<file path="config.mk">
export PLATFORM = sky130hd
export DESIGN_NAME = ieu_top
export DESIGN_NICKNAME = d
export VERILOG_FILES = /design/src/ieu_pkg.sv /design/src/ieu_arith.sv /design/src/ieu_logic.sv /design/src/ieu_lsu.sv /design/src/ieu_branch_check.sv /design/src/ieu_top.sv
export SDC_FILE = /design/constraint.sdc
export NUM_CORES = 1
export LEC_CHECK = 0
export ABC_CLOCK_PERIOD_IN_PS = 8800
export BUFFER_PORTS_ARGS = -buffer_cell sky130_fd_sc_hd__buf_2
export CAP_MARGIN = 20
export CELL_PAD_IN_SITES_DETAIL_PLACEMENT = 0
export CELL_PAD_IN_SITES_GLOBAL_PLACEMENT = 1
export CORE_MARGIN = 2
export CORE_UTILIZATION = 40
export CTS_BUF_LIST = sky130_fd_sc_hd__clkbuf_4
export DETAILED_ROUTE_END_ITERATION = 10
export PLACE_DENSITY_LB_ADDON = 0.1
export SETUP_SLACK_MARGIN = 0.5
export SLEW_MARGIN = 20
export SYNTH_ARGS = -nofsm -noshare
export SYNTH_HDL_FRONTEND = slang
export SYNTH_HIERARCHICAL = 1
export SYNTH_SLANG_ARGS = --single-unit
</file>
<file path="constraint.sdc">
create_clock -name clk -period 8.8 [get_ports clk]
set_input_delay 1.76 -clock clk [delete_from_list [all_inputs] [get_ports clk]]
set_output_delay 1.76 -clock clk [all_outputs]
set_load 0.05 [all_outputs]
</file>
<file path="src/ieu_pkg.sv">
/*
 * Shared widths, vector types, operation and size codes,
 * operation and data-bus structs, FSM state enums for the execute stage
 */
package ieu_pkg;

   localparam int DW     = 32;
   localparam int AW     = 32;
   localparam int REG_AW = 5;

   typedef logic [DW-1:0]     data_t;
   typedef logic [AW-1:0]     addr_t;
   typedef logic [AW-3:0]     pc_t;       // Word address
   typedef logic [REG_AW-1:0] reg_addr_t;
   typedef logic [3:0]        op_code_t;
   typedef logic [1:0]        mem_size_t;

   // Arithmetic unit
   localparam op_code_t OP_ADD     = 4'd0;
   localparam op_code_t OP_SUB     = 4'd1;
   localparam op_code_t OP_CMP_EQ  = 4'd2;
   localparam op_code_t OP_CMP_LT  = 4'd3;
   localparam op_code_t OP_CMP_LTU = 4'd4;
   // Logic and shift unit
   localparam op_code_t OP_AND     = 4'd5;
   localparam op_code_t OP_OR      = 4'd6;
   localparam op_code_t OP_XOR     = 4'd7;
   localparam op_code_t OP_SLL     = 4'd8;
   localparam op_code_t OP_SRL     = 4'd9;
   localparam op_code_t OP_SRA     = 4'd10;
   // Memory and branches
   localparam op_code_t OP_LOAD    = 4'd11;
   localparam op_code_t OP_STORE   = 4'd12;
   localparam op_code_t OP_JMPREL  = 4'd13;
   localparam op_code_t OP_JMPFAR  = 4'd14;

   localparam mem_size_t SIZE_BYTE = 2'd0;
   localparam mem_size_t SIZE_HALF = 2'd1;
   localparam mem_size_t SIZE_WORD = 2'd2;

   typedef struct packed {
      op_code_t  op;
      data_t     operand_1;
      data_t     operand_2;
      data_t     operand_3;   // Store data
      mem_size_t size;
      logic      sign_ext;
      logic      wb_en;
      reg_addr_t wb_addr;
      logic      link;        // Write link address instead of a result
      pc_t       insn_pc;
      logic      specul_bcc;  // Predicted branch outcome
      pc_t       specul_tgt;
   } ieu_op_t;

   typedef struct packed {
      addr_t     addr;
      data_t     wdata;
      mem_size_t size;
      logic      we;
   } dbus_req_t;

   typedef enum logic [1:0] {
      LSU_IDLE,
      LSU_REQ,
      LSU_WAIT
   } lsu_state_e;

   typedef enum logic {
      FLS_IDLE,
      FLS_HOLD
   } flush_state_e;

endpackage

</file>
<file path="src/ieu_arith.sv">
/*
 * Arithmetic unit: shared adder/subtractor, signed and unsigned
 * compares, condition flag register
 */
`timescale 1ns/1ps

module ieu_arith
   import ieu_pkg::*;
(
   input  logic    clk,
   input  logic    rst_n_i,
   input  ieu_op_t op_i,
   input  logic    commit_i,
   output logic    arith_sel_o,
   output data_t   arith_res_o,
   output logic    cc_o
);

   logic        is_cmp;
   logic        sub;
   data_t       opb;
   logic [DW:0] sum;
   logic        cmp_eq;
   logic        cmp_lt;
   logic        cmp_ltu;
   logic        cmp_res;
   logic        cc_q;

   assign is_cmp = (op_i.op == OP_CMP_EQ) | (op_i.op == OP_CMP_LT) |
                   (op_i.op == OP_CMP_LTU);
   assign arith_sel_o = (op_i.op == OP_ADD) | (op_i.op == OP_SUB) | is_cmp;

   // Compares reuse the subtractor
   assign sub = (op_i.op != OP_ADD);
   assign opb = op_i.operand_2 ^ {DW{sub}};
   assign sum = {1'b0, op_i.operand_1} + {1'b0, opb} + {{DW{1'b0}}, sub};

   assign cmp_eq  = (sum[DW-1:0] == '0);
   assign cmp_ltu = ~sum[DW];                     // Borrow out
   // Signs differ: the negative operand is the smaller one
   assign cmp_lt  = (op_i.operand_1[DW-1] ^ op_i.operand_2[DW-1]) ?
                    op_i.operand_1[DW-1] : sum[DW-1];

   always_comb begin
      unique case (op_i.op)
         OP_CMP_EQ:  cmp_res = cmp_eq;
         OP_CMP_LT:  cmp_res = cmp_lt;
         OP_CMP_LTU: cmp_res = cmp_ltu;
         default:    cmp_res = 1'b0;
      endcase
   end

   assign arith_res_o = is_cmp ? {{(DW-1){1'b0}}, cmp_res} : sum[DW-1:0];

   // Condition flag, read later by relative branches
   always_ff @(posedge clk or negedge rst_n_i) begin
      if (!rst_n_i) begin
         cc_q <= 1'b0;
      end else if (commit_i && is_cmp) begin
         cc_q <= cmp_res;
      end
   end

   assign cc_o = cc_q;

endmodule

</file>
<file path="src/ieu_logic.sv">
/*
 * Logic unit: and, or, xor and the three shifts
 */
`timescale 1ns/1ps

module ieu_logic
   import ieu_pkg::*;
(
   input  ieu_op_t op_i,
   output logic    logic_sel_o,
   output data_t   logic_res_o
);

   logic [4:0] shamt;
   data_t      a;
   data_t      b;

   assign a     = op_i.operand_1;
   assign b     = op_i.operand_2;
   assign shamt = b[4:0];             // Only the low 5 bits count

   always_comb begin
      logic_sel_o = 1'b1;
      unique case (op_i.op)
         OP_AND: logic_res_o = a & b;
         OP_OR:  logic_res_o = a | b;
         OP_XOR: logic_res_o = a ^ b;
         OP_SLL: logic_res_o = a << shamt;
         OP_SRL: logic_res_o = a >> shamt;
         // Sign bit fills from the left
         OP_SRA: logic_res_o = data_t'($signed(a) >>> shamt);
         default: begin
            logic_sel_o = 1'b0;
            logic_res_o = '0;
         end
      endcase
   end

endmodule

</file>
<file path="src/ieu_lsu.sv">
/*
 * Load/store unit: request FSM on the data bus,
 * store lane replication, load lane select and extension
 */
`timescale 1ns/1ps

module ieu_lsu
   import ieu_pkg::*;
(
   input  logic      clk,
   input  logic      rst_n_i,
   input  logic      op_valid_i,
   input  ieu_op_t   op_i,
   input  logic      hold_i,
   output logic      dbus_req_valid_o,
   output dbus_req_t dbus_req_o,
   input  logic      dbus_req_ready_i,
   input  logic      dbus_rsp_valid_i,
   input  data_t     dbus_rsp_data_i,
   output logic      mem_done_o,
   output data_t     load_data_o
);

   lsu_state_e state_q;
   lsu_state_e state_d;
   dbus_req_t  req_q;
   dbus_req_t  req_d;
   logic       is_mem;
   logic       start;
   logic [7:0]  rsp_byte;
   logic [15:0] rsp_half;

   assign is_mem = (op_i.op == OP_LOAD) | (op_i.op == OP_STORE);
   assign start  = op_valid_i & is_mem & ~hold_i;

   // Request built from the operation
   always_comb begin
      req_d.addr = op_i.operand_1 + op_i.operand_2;
      req_d.size = op_i.size;
      req_d.we   = (op_i.op == OP_STORE);
      unique case (op_i.size)
         SIZE_BYTE: req_d.wdata = {4{op_i.operand_3[7:0]}};
         SIZE_HALF: req_d.wdata = {2{op_i.operand_3[15:0]}};
         default:   req_d.wdata = op_i.operand_3;
      endcase
   end

   always_comb begin
      state_d = state_q;
      unique case (state_q)
         LSU_IDLE: if (start)            state_d = LSU_REQ;
         LSU_REQ:  if (dbus_req_ready_i) state_d = LSU_WAIT;
         LSU_WAIT: if (dbus_rsp_valid_i) state_d = LSU_IDLE;
         default:                        state_d = LSU_IDLE;
      endcase
   end

   always_ff @(posedge clk or negedge rst_n_i) begin
      if (!rst_n_i) begin
         state_q <= LSU_IDLE;
      end else begin
         state_q <= state_d;
      end
   end

   // Payload only, captured when leaving idle
   always_ff @(posedge clk) begin
      if (state_q == LSU_IDLE && start) begin
         req_q <= req_d;
      end
   end

   assign dbus_req_valid_o = (state_q == LSU_REQ);
   assign dbus_req_o       = req_q;
   assign mem_done_o       = (state_q == LSU_WAIT) & dbus_rsp_valid_i;

   // Lane select by the registered address
   always_comb begin
      unique case (req_q.addr[1:0])
         2'd0: rsp_byte = dbus_rsp_data_i[7:0];
         2'd1: rsp_byte = dbus_rsp_data_i[15:8];
         2'd2: rsp_byte = dbus_rsp_data_i[23:16];
         default: rsp_byte = dbus_rsp_data_i[31:24];
      endcase
      rsp_half = req_q.addr[1] ? dbus_rsp_data_i[31:16] : dbus_rsp_data_i[15:0];
   end

   always_comb begin
      unique case (req_q.size)
         SIZE_BYTE: load_data_o = {{24{op_i.sign_ext & rsp_byte[7]}}, rsp_byte};
         SIZE_HALF: load_data_o = {{16{op_i.sign_ext & rsp_half[15]}}, rsp_half};
         default:   load_data_o = dbus_rsp_data_i;
      endcase
   end

endmodule

</file>
<file path="src/ieu_branch_check.sv">
/*
 * Speculation check for relative branches and far jumps,
 * flush hold FSM with registered target, link address
 */
`timescale 1ns/1ps

module ieu_branch_check
   import ieu_pkg::*;
(
   input  logic    clk,
   input  logic    rst_n_i,
   input  ieu_op_t op_i,
   input  logic    commit_i,
   input  logic    cc_i,
   input  logic    flush_ack_i,
   output logic    flush_o,
   output pc_t     flush_tgt_o,
   output logic    flush_hold_o,
   output data_t   link_addr_o
);

   flush_state_e state_q;
   flush_state_e state_d;
   logic         is_rel;
   logic         is_far;
   pc_t          far_tgt;
   pc_t          tgt_d;
   pc_t          tgt_q;
   logic         mispredict;
   logic         flush_d;

   assign is_rel  = (op_i.op == OP_JMPREL);
   assign is_far  = (op_i.op == OP_JMPFAR);
   assign far_tgt = op_i.operand_1[AW-1:2];

   // Relative: outcome mismatch; far: target mismatch
   assign mispredict = (is_rel & (op_i.specul_bcc != cc_i)) |
                       (is_far & (op_i.specul_tgt != far_tgt));
   assign flush_d    = commit_i & mispredict;
   assign tgt_d      = is_far ? far_tgt : op_i.specul_tgt;

   always_comb begin
      state_d = state_q;
      unique case (state_q)
         FLS_IDLE: if (flush_d && !flush_ack_i) state_d = FLS_HOLD;
         FLS_HOLD: if (flush_ack_i)             state_d = FLS_IDLE;
         default:                               state_d = FLS_IDLE;
      endcase
   end

   always_ff @(posedge clk or negedge rst_n_i) begin
      if (!rst_n_i) begin
         state_q <= FLS_IDLE;
      end else begin
         state_q <= state_d;
      end
   end

   always_ff @(posedge clk) begin
      if (state_q == FLS_IDLE && flush_d) begin
         tgt_q <= tgt_d;                 // Kept until fetch acknowledges
      end
   end

   assign flush_hold_o = (state_q == FLS_HOLD);
   assign flush_o      = flush_hold_o | flush_d;
   assign flush_tgt_o  = flush_hold_o ? tgt_q : tgt_d;

   // Address of the next instruction
   assign link_addr_o = {op_i.insn_pc + 1'b1, 2'b00};

endmodule

</file>
<file path="src/ieu_top.sv">
/*
 * Integer execute stage top: unit instances, commit and ready,
 * register write-back select
 */
`timescale 1ns/1ps

module ieu_top
   import ieu_pkg::*;
(
   input  logic      clk,
   input  logic      rst_n_i,
   // Operation input
   input  logic      op_valid_i,
   output logic      op_ready_o,
   input  ieu_op_t   op_i,
   // Data bus
   output logic      dbus_req_valid_o,
   output dbus_req_t dbus_req_o,
   input  logic      dbus_req_ready_i,
   input  logic      dbus_rsp_valid_i,
   input  data_t     dbus_rsp_data_i,
   // Register file write port
   output logic      regf_we_o,
   output reg_addr_t regf_addr_o,
   output data_t     regf_data_o,
   // Flush to fetch
   output logic      flush_o,
   output pc_t       flush_tgt_o,
   input  logic      flush_ack_i
);

   logic  commit;
   logic  is_mem;
   logic  arith_sel;
   data_t arith_res;
   logic  cc;
   logic  logic_sel;
   data_t logic_res;
   logic  mem_done;
   data_t load_data;
   logic  flush_hold;
   data_t link_addr;

   ieu_arith u_arith (
      .clk         (clk),
      .rst_n_i     (rst_n_i),
      .op_i        (op_i),
      .commit_i    (commit),
      .arith_sel_o (arith_sel),
      .arith_res_o (arith_res),
      .cc_o        (cc)
   );

   ieu_logic u_logic (
      .op_i        (op_i),
      .logic_sel_o (logic_sel),
      .logic_res_o (logic_res)
   );

   ieu_lsu u_lsu (
      .clk              (clk),
      .rst_n_i          (rst_n_i),
      .op_valid_i       (op_valid_i),
      .op_i             (op_i),
      .hold_i           (flush_hold),
      .dbus_req_valid_o (dbus_req_valid_o),
      .dbus_req_o       (dbus_req_o),
      .dbus_req_ready_i (dbus_req_ready_i),
      .dbus_rsp_valid_i (dbus_rsp_valid_i),
      .dbus_rsp_data_i  (dbus_rsp_data_i),
      .mem_done_o       (mem_done),
      .load_data_o      (load_data)
   );

   ieu_branch_check u_branch_check (
      .clk          (clk),
      .rst_n_i      (rst_n_i),
      .op_i         (op_i),
      .commit_i     (commit),
      .cc_i         (cc),
      .flush_ack_i  (flush_ack_i),
      .flush_o      (flush_o),
      .flush_tgt_o  (flush_tgt_o),
      .flush_hold_o (flush_hold),
      .link_addr_o  (link_addr)
   );

   assign is_mem = (op_i.op == OP_LOAD) | (op_i.op == OP_STORE);

   // Memory ops wait for the bus response; nothing moves during a flush hold
   assign op_ready_o = ~flush_hold & (~is_mem | mem_done);
   assign commit     = op_valid_i & op_ready_o;

   // Link takes priority over the unit results
   always_comb begin
      if (op_i.link) begin
         regf_data_o = link_addr;
      end else if (arith_sel) begin
         regf_data_o = arith_res;
      end else if (logic_sel) begin
         regf_data_o = logic_res;
      end else if (op_i.op == OP_LOAD) begin
         regf_data_o = load_data;
      end else begin
         regf_data_o = '0;
      end
   end

   assign regf_addr_o = op_i.wb_addr;
   assign regf_we_o   = commit & op_i.wb_en & (op_i.op != OP_STORE);

endmodule

</file>
After elaboration in Yosys (flattened, before gate mapping)
Index checks and enable logic that the tools add are counted.
{"block": "word_totals", "word_cells": 105, "mem_bits_rw": 0, "mem_count": 0, "romBits": 0, "latchBits": 0, "out_inout_bits": 138, "ff_bits": 101, "in_bits": 209}
{"block": "classes", "n_mux": 22, "magnitude_cmp": 0, "div": 0, "n_mul": 0, "n_bitwise": 28, "n_reduce_logical": 14, "shift": 3, "n_eq_ne": 26, "n_addsub": 4}
{"op": "$pmux W32 S6", "count": 1}
{"op": "$mux W32", "count": 5}
{"op": "$pmux W32 S2", "count": 2}
{"op": "$xor A32 B32 Y32", "count": 2}
{"op": "$mux W30", "count": 2}
{"op": "$add A32 B32 Y33", "count": 1}
{"op": "$add A33 B1 Y33", "count": 1}
{"op": "$add A32 B32 Y32", "count": 1}
{"op": "$and A32 B32 Y32", "count": 1}
{"op": "$logic_not A32 Y1", "count": 1}
{"op": "$or A32 B32 Y32", "count": 1}
{"op": "$shl A32 B5 Y32", "count": 1}
{"op": "$shr A32 B5 Y32", "count": 1}
{"op": "$sshr A32 B5 Y32", "count": 1}
{"op": "$add A30 B1 Y30 const B", "count": 1}
{"op": "$ne A30 B30 Y1", "count": 1}
{"op": "$eq A4 B4 Y1 const B", "count": 7}
{"op": "$pmux W8 S3", "count": 1}
{"op": "$eq A4 B3 Y1 const B", "count": 4}
{"op": "$mux W16", "count": 1}
{"op": "$and A1 B1 Y1", "count": 12}
{"op": "$eq A2 B1 Y1 const B", "count": 4}
{"op": "$eq A4 B2 Y1 const B", "count": 2}
{"op": "$logic_not A2 Y1", "count": 4}
{"op": "20 further kinds", "count": 39}

Longest topological paths before layout
Gate-level depths: netlist (run 1).
{"block": "logic_depth", "depth_word": 10, "ltp_mapped": 17, "ltp_nobuf": 15}

Cells and area by module
Netlist (run 1), hierarchy kept.
{"module": "ieu_logic", "area_each_um2": 5774.3, "seq_area_each_um2": 0.0, "cells_per_inst": 709, "n_inst": 1}
{"module": "ieu_lsu", "area_each_um2": 4812.1, "seq_area_each_um2": 2062.0, "cells_per_inst": 452, "n_inst": 1}
{"module": "ieu_arith", "area_each_um2": 3042.9, "seq_area_each_um2": 25.0, "cells_per_inst": 435, "n_inst": 1}
{"module": "ieu_branch_check", "area_each_um2": 2560.0, "seq_area_each_um2": 925.9, "cells_per_inst": 223, "n_inst": 1}
{"module": "ieu_top", "area_each_um2": 1079.8, "seq_area_each_um2": 0.0, "cells_per_inst": 176, "n_inst": 1}

Least setup slack after synthesis (run 1)
OpenSTA, ideal clock, no wires.
{"block": "synth_path", "path_kind": "input to output", "startpoint": "input op_i[168] (netlist bit)", "endpoint": "output regf_data_o[0]", "t_arrival_ns": 6.391, "t_required_ns": 7.040, "path_slack_ns": 0.649, "n_path_buf": 2, "path_stages": 16, "cell_sequence": "or4_1 -> buf_2 -> buf_1 -> xor2_1 -> ha_1 -> a21oi_1 -> nor3_1 -> or4_1 -> o21ai_1 -> a21boi_1 -> or3_1 -> a2111oi_1 -> nand4_1 -> o211ai_1 -> o22ai_1 -> a21oi_1"}
{"block": "synth_between", "elab_chain_cells": 9, "elab_cells_between_ends": 32, "cone_classes": "add/sub (2); eq/ne (11); mux (9); bitwise (6); reduce/logical (4)"}
{"item": "from (decl)", "line": "ieu_top.sv:15", "rtl": "input ieu_op_t op_i,"}
{"item": "$reduce_bool A4 Y1", "line": "ieu_arith.sv:34", "rtl": "assign sub = (op_i.op != OP_ADD);"}
{"item": "$xor A32 B32 Y32", "line": "ieu_arith.sv:35", "rtl": "assign opb = op_i.operand_2 ^ {DW{sub}};"}
{"item": "$add A32 B32 Y33", "line": "ieu_arith.sv:36", "rtl": "assign sum = {1'b0, op_i.operand_1} + {1'b0, opb} + {{DW{1'b0}}, sub};"}
{"item": "$add A33 B1 Y33", "line": "ieu_arith.sv:36"}
{"item": "$logic_not A32 Y1, or another cell as far along", "line": "ieu_arith.sv:38", "rtl": "assign cmp_eq = (sum[DW-1:0] == '0);"}
{"item": "$pmux W1 S3", "line": "ieu_arith.sv:45", "rtl": "unique case (op_i.op)"}
{"item": "$mux W32 *", "line": "ieu_arith.sv:53", "rtl": "assign arith_res_o = is_cmp ? {{(DW-1){1'b0}}, cmp_res} : sum[DW-1:0];"}
{"item": "named net arith_res[0]", "line": "ieu_top.sv:35", "rtl": "data_t arith_res;"}
{"item": "$mux W32 *", "line": "ieu_top.sv:98", "rtl": "end else if (arith_sel) begin"}
{"item": "$mux W32 *", "line": "ieu_top.sv:96", "rtl": "if (op_i.link) begin"}
{"item": "to (decl)", "line": "ieu_top.sv:25", "rtl": "output data_t regf_data_o,"}
The timed path passes the listed nets; every way through them passes the cells marked *.

Worst setup path in the final report (run 1)
Same ends and word-level chain as after synthesis.

==> results summary, run 1 <==
In this design, the stage delay of the slowest critical-path cell is 610 ps. The worst slack after detailed placement came out at 241 ps. The number of filler instances in the final layout is 4319.

In the final routed layout, each cell accounts on average for 28.0 um. The data arrival time of the critical path is 6220 ps. The type of destination of the critical path is an output pin. The flow ran to the end, and the final reports show no timing, DRC or antenna violations.

Counting instances in the post-synthesis netlist gives the leading cell types as nand2_1 (142), ha_1 (131), nor2_1 (124), a21oi_1 (116), mux2_2 (99). The largest individual stage delay along the critical path comes from the cell or4_4. The required arrival time at the worst endpoint is 7040 ps.

The count of buffers from port buffering is 336. The clock-pin transition on the worst setup and hold timing paths is 240 ps. TritonCTS built the clock tree. The detailed placer's ending HPWL is 60900 um. The number of global-route vias before repair was 17100. Of the available clock period, the critical path in the final layout requires 0.907. Setup repair after global routing left no endpoint under its margin. The net switching power came out at 0.00107 W. The largest net degree at the start of global routing is 66. The root buffer cell is clkbuf_4. Among all cell types in the netlist, the one instantiated most often is nand2_1. The number of max-slew violations in the final report came out at 0.

The die span in x is 212 um. The DRC violation count after routing came out at 0. The setup clock skew after layout came out at 50.5 ps.

The latest clock arrival within the worst-skew pair came out at 610 ps. The final count of hold timing violations came out at 0. Power spread over the standard cell area amounts to 108 mW/mm^2.

The worst setup path is launched from a primary input. The die covers 0.0449 mm^2. The post-synthesis instance total is 1995. The area taken by multi-input logic gates is 0.0133 mm^2.

The standard cell core area came out at 0.0429 mm^2. The row count is 76. The internal portion of the total power is 0.00105 W. The switching share of power came out at 0.505. The share of synthesized registers carrying an async set or reset came out at 0.0396. Setup slack on the critical path of the routed design comes to 819 ps. The overall global routing resource usage came out at 0.344. The H-tree depth reported by CTS is 3. The detail route stage leaves a number of antenna-violating nets equal to 0. 347 I/O pins were placed. Synthesis inferred 101 register bits. The first global-routing pass estimated 113000 um of wire. The count of cells along the worst register-to-register path is 9. At the pin with the least slew margin, the transition time is 1100 ps. The maximum fanout encountered on the critical timing path is 13.

The combinational power share came out at 0.599. The minimum setup slack among reg-to-reg paths came out at 4990 ps. The share of total power dissipated in sequential elements is 0.262.

The path category of the worst min-delay check is reg -> reg. The worst path in the final design needs a cycle of 7980 ps, including I/O delays and setup. After the flow finishes, the layout carries non-filler instances totaling 2837.

Max-cap violations in this run came to 0. Summing every instance area after synthesis gives 0.0173 mm^2. The worst hold path terminates at u_lsu/state_q[1].

In the synthesized netlist the dominant register cell turns out to be edfxtp_1. Setup violations remaining at the end of the flow were counted as 0. The origin of the critical flop-to-flop path is u_lsu/state_q[0]. The leakage power came out at 8.20 nW. The clock power share is 0.139. The first routing iteration left 1867 violations. The accumulated negative setup slack is 0 ps.

The number of clock sinks seen by CTS came out at 101. The aggregate routed wire length came out at 79500 um. The endpoint identified for the worst register-to-register timing path is u_branch_check/tgt_q[11]. Static timing analysis puts the maximum clock frequency at 0.125 GHz.

The layout overhead on the synthesized area is 13.9%. The number of antenna violations at the first check in global routing was 6. The initial standard-cell utilization of the core came out at 0.403.

Counting stages on the worst path, the most repeated cell is nand4_1. The share of post-route cells with drive strength above 1 is 0.270. The worst setup path is of the in -> out kind. The overall via count from detail_route is 18200. The final global-route overflow total is 0. The longest clock path from root to sink contains 2 buffers. In the routed layout, each cell is associated on average with a via count of 6.43.

During synthesis, Yosys emitted a total of 6 warnings. The cell depth of the worst min-delay path came out at 1. The top-area cell type share of the netlist area is 0.169.

The die height came out at 212 um. The synthesized netlist contains 110 unique library cells. The number of enable-type register cells in the synthesized netlist came out at 97. The post-synthesis area per instance is 8.66 um^2. In the final design database the tool counted 2588 nets. The sequential fraction of the synthesis area is 0.174. The number of CTS-inserted buffers is 9. The congestion estimate from routability-driven global placement came to 0.994. The biggest area consumer among synthesized cells is edfxtp_1. By area the synthesized netlist is led by edfxtp_1 (17%), ha_1 (9.5%), mux2_2 (6.5%), mux4_2 (5.5%), mux2i_1 (4.7%).

Traced cell by cell, the critical path runs through buf_2, or4_4, buf_12, xor2_1, ha_1, nor2b_1, o2111a_1, or4_1, a311o_1, a221oi_2, nand4_1, a2111oi_4, nand4_1, o211ai_1, o22ai_1, a21oi_2, buf_6. The peak ir drop on the vdd network is 0.000112 V. The worst slew margin relative to its limit came out at 0.264. The startpoint of the worst hold path is u_lsu/state_q[1]. The placed instance count is 2814. The iteration count of the initial detailed-routing pass came out at 5. Summing all flip-flop and latch instances after layout gives 0.00301 mm^2.
cells in the final DEF, fill, tap and decap left out, types with 13 or more instances in the layout:
cell / Yosys / layout
mux2_2: 99 / 99
nor4_1: 18 / 17
inv_1: 94 / 94
o22ai_1: 60 / 59
nor2b_1: 20 / 20
and3_1: 21 / 21
mux4_1: 13 / 13
nor3_1: 26 / 26
nand4_1: 57 / 57
edfxtp_1: 97 / 97
mux2i_1: 81 / 81
a21o_1: 38 / 38
nand3_1: 35 / 35
a221o_1: 16 / 16
a211oi_1: 46 / 46
o21ai_0: 76 / 75
xnor2_1: 50 / 50
mux4_2: 42 / 42
or3_1: 14 / 14
nor2_1: 124 / 123
nand2b_1: 18 / 16
a21oi_1: 116 / 110
o211ai_1: 31 / 31
o2111ai_1: 17 / 17
nand2_1: 142 / 142
buf_2: 44 / 333
buf_4: 16 / 58
ha_1: 131 / 130
xor2_1: 85 / 84
layout make-up:
cell class	instances	share of cell area
multi-input cells	1645	0.674
clock buffers	9	0.00343
clock inverters	7	0.00407
inverters	95	0.0181
well taps	585	0.0372
diodes	1	0.000127
flip-flops and latches	101	0.153
repair buffers	394	0.110
critical path: cells and delay by family:
family          cells  cell delay [ps]
compound gates      7             1750
xor+xnor            1              150
fa+ha+maj           1              370
buf+inv             3              490
simple gates        5             1680
power groups by stage:
stage | clock network (W) | registers (W) | logic [W]
floorplan | 0 | 0.000591 | 0.000784
global placement | 0 | 0.000565 | 0.00121
detailed placement | 0 | 0.000565 | 0.00121
CTS | 0.000311 | 0.000555 | 0.00123
global route | 0.000315 | 0.000556 | 0.00134
finish | 0.000295 | 0.000555 | 0.00127
cells by family (layout without fill, tap and decap cells):
group | after synthesis | after routing | synth area share
AOI/OAI and AO/OA | 574 | 574 | 0.233
xor gates and xnor gates | 135 | 135 | 0.0685
adders and majority gates | 133 | 133 | 0.0972
buffers and inverters | 250 | 505 | 0.0651
DFF | 101 | 101 | 0.174
muxes | 238 | 238 | 0.188
other | 1 | 3 | 0.000217
and+or+nand+nor | 563 | 563 | 0.174
flip-flops by register name (all words and copies together) (netlist names):
name and count:
u_arith/cc_o 1, u_lsu/dbus_req_o 67, u_branch_check/flush_hold_o 1, u_lsu/state_q 2
u_branch_check/tgt_q 30
per-layer routing:
metal,routed length (um),track usage,up-vias
met5,11,0,-
met4,3310,0.145,2
met3,7820,0.0854,116
met2,34600,0.522,980
met1,33700,0.464,8911
li1,-,-,8226
worst max path at each step:
stage	startpoint	endpoint	slack, ps	cells past startpoint
2_1_floorplan	op_i[168]	regf_data_o[0]	650	16
3_3_place_gp	op_i[168]	regf_data_o[0]	240	17
3_5_place_dp	op_i[168]	regf_data_o[0]	240	17
4_1_cts	op_i[168]	regf_data_o[0]	560	17
5_1_grt	op_i[168]	regf_data_o[0]	650	17
6_report	op_i[168]	regf_data_o[0]	820	17
what timing repair did:
action	in CTS	in global routing
setup buffers	2	3
pin swaps	1	5
hold buffers	0	0
gates resized for setup	8	14
hold endpoints to repair	0	0
endpoints found under the setup margin	1	1
gates cloned	0	1
through the flow:
| stage | util | total power [W] | hold WS, ps | area, um^2 |
|---|---|---|---|---|
| floorplan | - | 0.00137 | 487 | 17300 |
| global placement | 0.451 | 0.00178 | 529 | 19400 |
| detailed placement | 0.451 | 0.00178 | 530 | 19400 |
| CTS | 0.456 | 0.00209 | 587 | 19600 |
| global route | 0.459 | 0.00221 | 600 | 19700 |
| finish | 0.459 | 0.00212 | 584 | 19700 |
No activity file was read; power rests on OpenSTA's default activity.
==> run 2: changes to the inputs <==
Settings changed: CORE_MARGIN 2 to 3.
==> run 2 against run 1 <==
Effect of this change:
- clock power up 6%
- first-iteration DRC count up 19%
- routed wire length up 2.8%
- total power up 0.95%
- clock-buffer cell count unchanged
- worst hold slack better by 6.2 ps
- final cell count down 0.11%
- register-to-register slack better by 540 ps
- die area up 1.9%
- flip-flop and latch count unchanged
- global-route usage about the same
- setup slack worse by 21 ps
- largest cell class unchanged
==> results summary, run 2 (synthesized netlist as in run 1, its figures left out) <==
The flip-flop count of the largest register after layout was 67 (unchanged). The path class of the tightest hold or removal check is reg -> reg. The share of post-route cells with drive strength above 1 is 0.272 (+0.00222). The number of global-route vias before repair is 17500 (+2.4%). The die span in x came out at 214 um (+0.94%). The H-tree depth reported by CTS was 3 (unchanged).

The areal power density over the cells came to 109 mW/mm^2 (+0.89%). The initial standard-cell utilization of the core was 0.408 (+0.00537). The run finished with clean final reports. The share of the clock period used by the worst path after layout is 0.909 (+0.00239).

The clock-pin transition on the worst setup and hold timing paths was 240 ps (about the same). The number of clock sinks seen by CTS came out at 101 (unchanged). The overall global routing resource usage is 0.344 (about the same).

The deepest clock path buffer count came out at 2 (unchanged). The buffer and inverter count on the worst path is 4 (+1). The layout overhead on the synthesized area is 14.0% (about the same).

The final RePlAce weighted congestion came to 1.05 (+5.7%). The largest individual stage delay along the critical path comes from the cell or4_4. The row count came out at 75 (-1.3%). The final net count is 2588 (unchanged).

In this design, the largest share of critical-path delay is due to compound AO/OA/AOI/OAI gates. The mean routed wirelength per cell is 28.8 um (+2.9%). The transition at the pin with the smallest max-transition slack was 1090 ps (-9.96 ps). The die height is 214 um (+0.94%). The worst setup path is of the in -> out kind.

The number of CTS-inserted buffers came to 9 (unchanged). The largest net degree at the start of global routing came to 66 (unchanged). The cell occurring most often along the worst timing path is nand4_1. The placement-stage cell area is 0.0194 mm^2 (+0.24%). The startpoint class of the critical path is a primary input.

Setup repair after global routing left no endpoint under its margin. In the layout the commonest cells are buf_2 (333), nand2_1 (142), ha_1 (128), nor2_1 (123), a21oi_1 (108). The worst slew margin relative to its limit is 0.269 (+0.00581). The area of all placed cells without fillers came out at 0.0197 mm^2 (about the same).

The count of buffers from port buffering was 336 (unchanged). The DRC violation count after routing came to 0 (unchanged). The setup clock skew after layout is 62.6 ps (+12.2 ps). The worst slack after detailed placement came out at 319 ps (+77.6 ps). The longest individual stage delay on the worst path is 610 ps (about the same). The tree is rooted in a clkbuf_4. The standard cell core area was 0.0423 mm^2 (-1.3%). The accumulated negative setup slack came to 0 ps (unchanged).

The latest clock arrival within the worst-skew pair is 620 ps (about the same). The final setup violation count came to 0 (unchanged). TritonCTS built the clock tree. The leakage power is 8.21 nW (about the same). The routed via count divided by cell count came to 6.48 (+0.83%). The data arrival time of the critical path is 6240 ps (+20 ps). The number of filler instances in the final layout is 4285 (-0.79%). The maximum fanout encountered on the critical timing path was 17 (+4).

The number of max-slew violations in the final report is 0 (unchanged). The die area came out at 0.0457 mm^2 (+1.9%). The type of destination of the critical path is an output pin. The detailed placer's ending HPWL is 63000 um (+3.4%).

The count of maximum capacitance violations is 0 (unchanged). The number of antenna violations at the first check in global routing came out at 6 (unchanged). The count of hold buffers inserted by post-cts repair is 0 (unchanged). The number of DRC markers after the initial detailed-route iteration came to 2222 (+19%). The iteration count of the initial detailed-routing pass is 6 (+1). The top-level port count is 347 (unchanged).

The post-route antenna net violation count is 0 (unchanged). The final global-route overflow total came to 0 (unchanged). The peak ir drop on the vdd network came out at 0.000104 V (-6.7%). The shortest period the worst path allows came out at 8000 ps (+21.0 ps).

The number of standard cells in the layout, taps in and fillers out came out at 2834 (-0.11%). The most common library cell in the layout ignoring fill and taps is buf_2. The placed instance count is 2811 (-0.11%). The final worst-path setup slack came out at 798 ps (-21.0 ps). The overall via count from detail_route is 18400 (+0.72%). Walking the worst path, the cells encountered are buf_2, or4_4, buf_12, xor2_1, ha_2, and3b_1, a221oi_4, buf_4, o22ai_2, or3_1, a221oi_2, nand4_1, a2111oi_4, nand4_1, o211ai_1, o22ai_1, a21oi_2, buf_6. The highest clock frequency the design can meet is 0.125 GHz (-0.26%).

The first-pass GRT wire length came to 117000 um (+3.0%). The aggregate routed wire length is 81700 um (+2.8%). The utilization after layout came out at 0.465 (+0.00638).

The required arrival time at the worst endpoint is 7040 ps (about the same). The final count of hold timing violations is 0 (unchanged).
## run 2: where the power goes
| group | internal (W) | total, W | switching (W) |
|---|---|---|---|
| clock network | 0.0000957 | 0.000312 | 0.000216 |
| registers | 0.000550 | 0.000555 | 0.00000533 |
| logic | 0.000428 | 0.00127 | 0.000842 |
| total | 0.00107 | 0.00214 | 0.00106 |
## run 2: area by class of cell
cell class	instances	area, um^2	share of cell area
antenna	6	15.0	0.000763
clock buffer	9	67.6	0.00343
clock inverter	7	95.1	0.00483
inverter	95	357	0.0181
multi-input combinational	1645	13300	0.674
sequential	101	3010	0.153
tap	577	722	0.0367
timing repair buffer	394	2160	0.110
## run 2: worst paths after layout
path	from	endpoint	slack (ps)	cells after the start
min in group asynchronous	rst_n_i	u_arith/cc_o	890	1
max reg2reg	u_lsu/state_q[0]	u_branch_check/tgt_q[12]	5530	8
min	u_lsu/state_q[1]	u_lsu/state_q[1]	590	1
max in group asynchronous	rst_n_i	u_lsu/state_q[0]	7780	1
min reg2reg	u_lsu/state_q[1]	u_lsu/state_q[1]	590	1
max	op_i[168]	regf_data_o[0]	800	18
## run 2: what timing repair did
action / in CTS / in global routing
pin swaps: 0 / 1
cloned: 0 / 1
buffers inserted: 0 / 0
resized for setup: 4 / 17
endpoints found under the setup margin: 1 / 1
## run 2: routing by layer
metal,track usage,vias up,wire length (um)
li1,-,8215,-
met1,0.478,9051,35400
met2,0.530,958,35900
met3,0.0718,139,7370
met4,0.123,4,2980
met5,0,-,29
## run 2: metrics by stage
stage | hold WS [ps] | total power, W
after floorplan | 487 | 0.00137
after global placement | 537 | 0.00179
after detailed placement | 535 | 0.00179
after CTS | 589 | 0.00211
after global routing | 597 | 0.00224
final | 591 | 0.00214
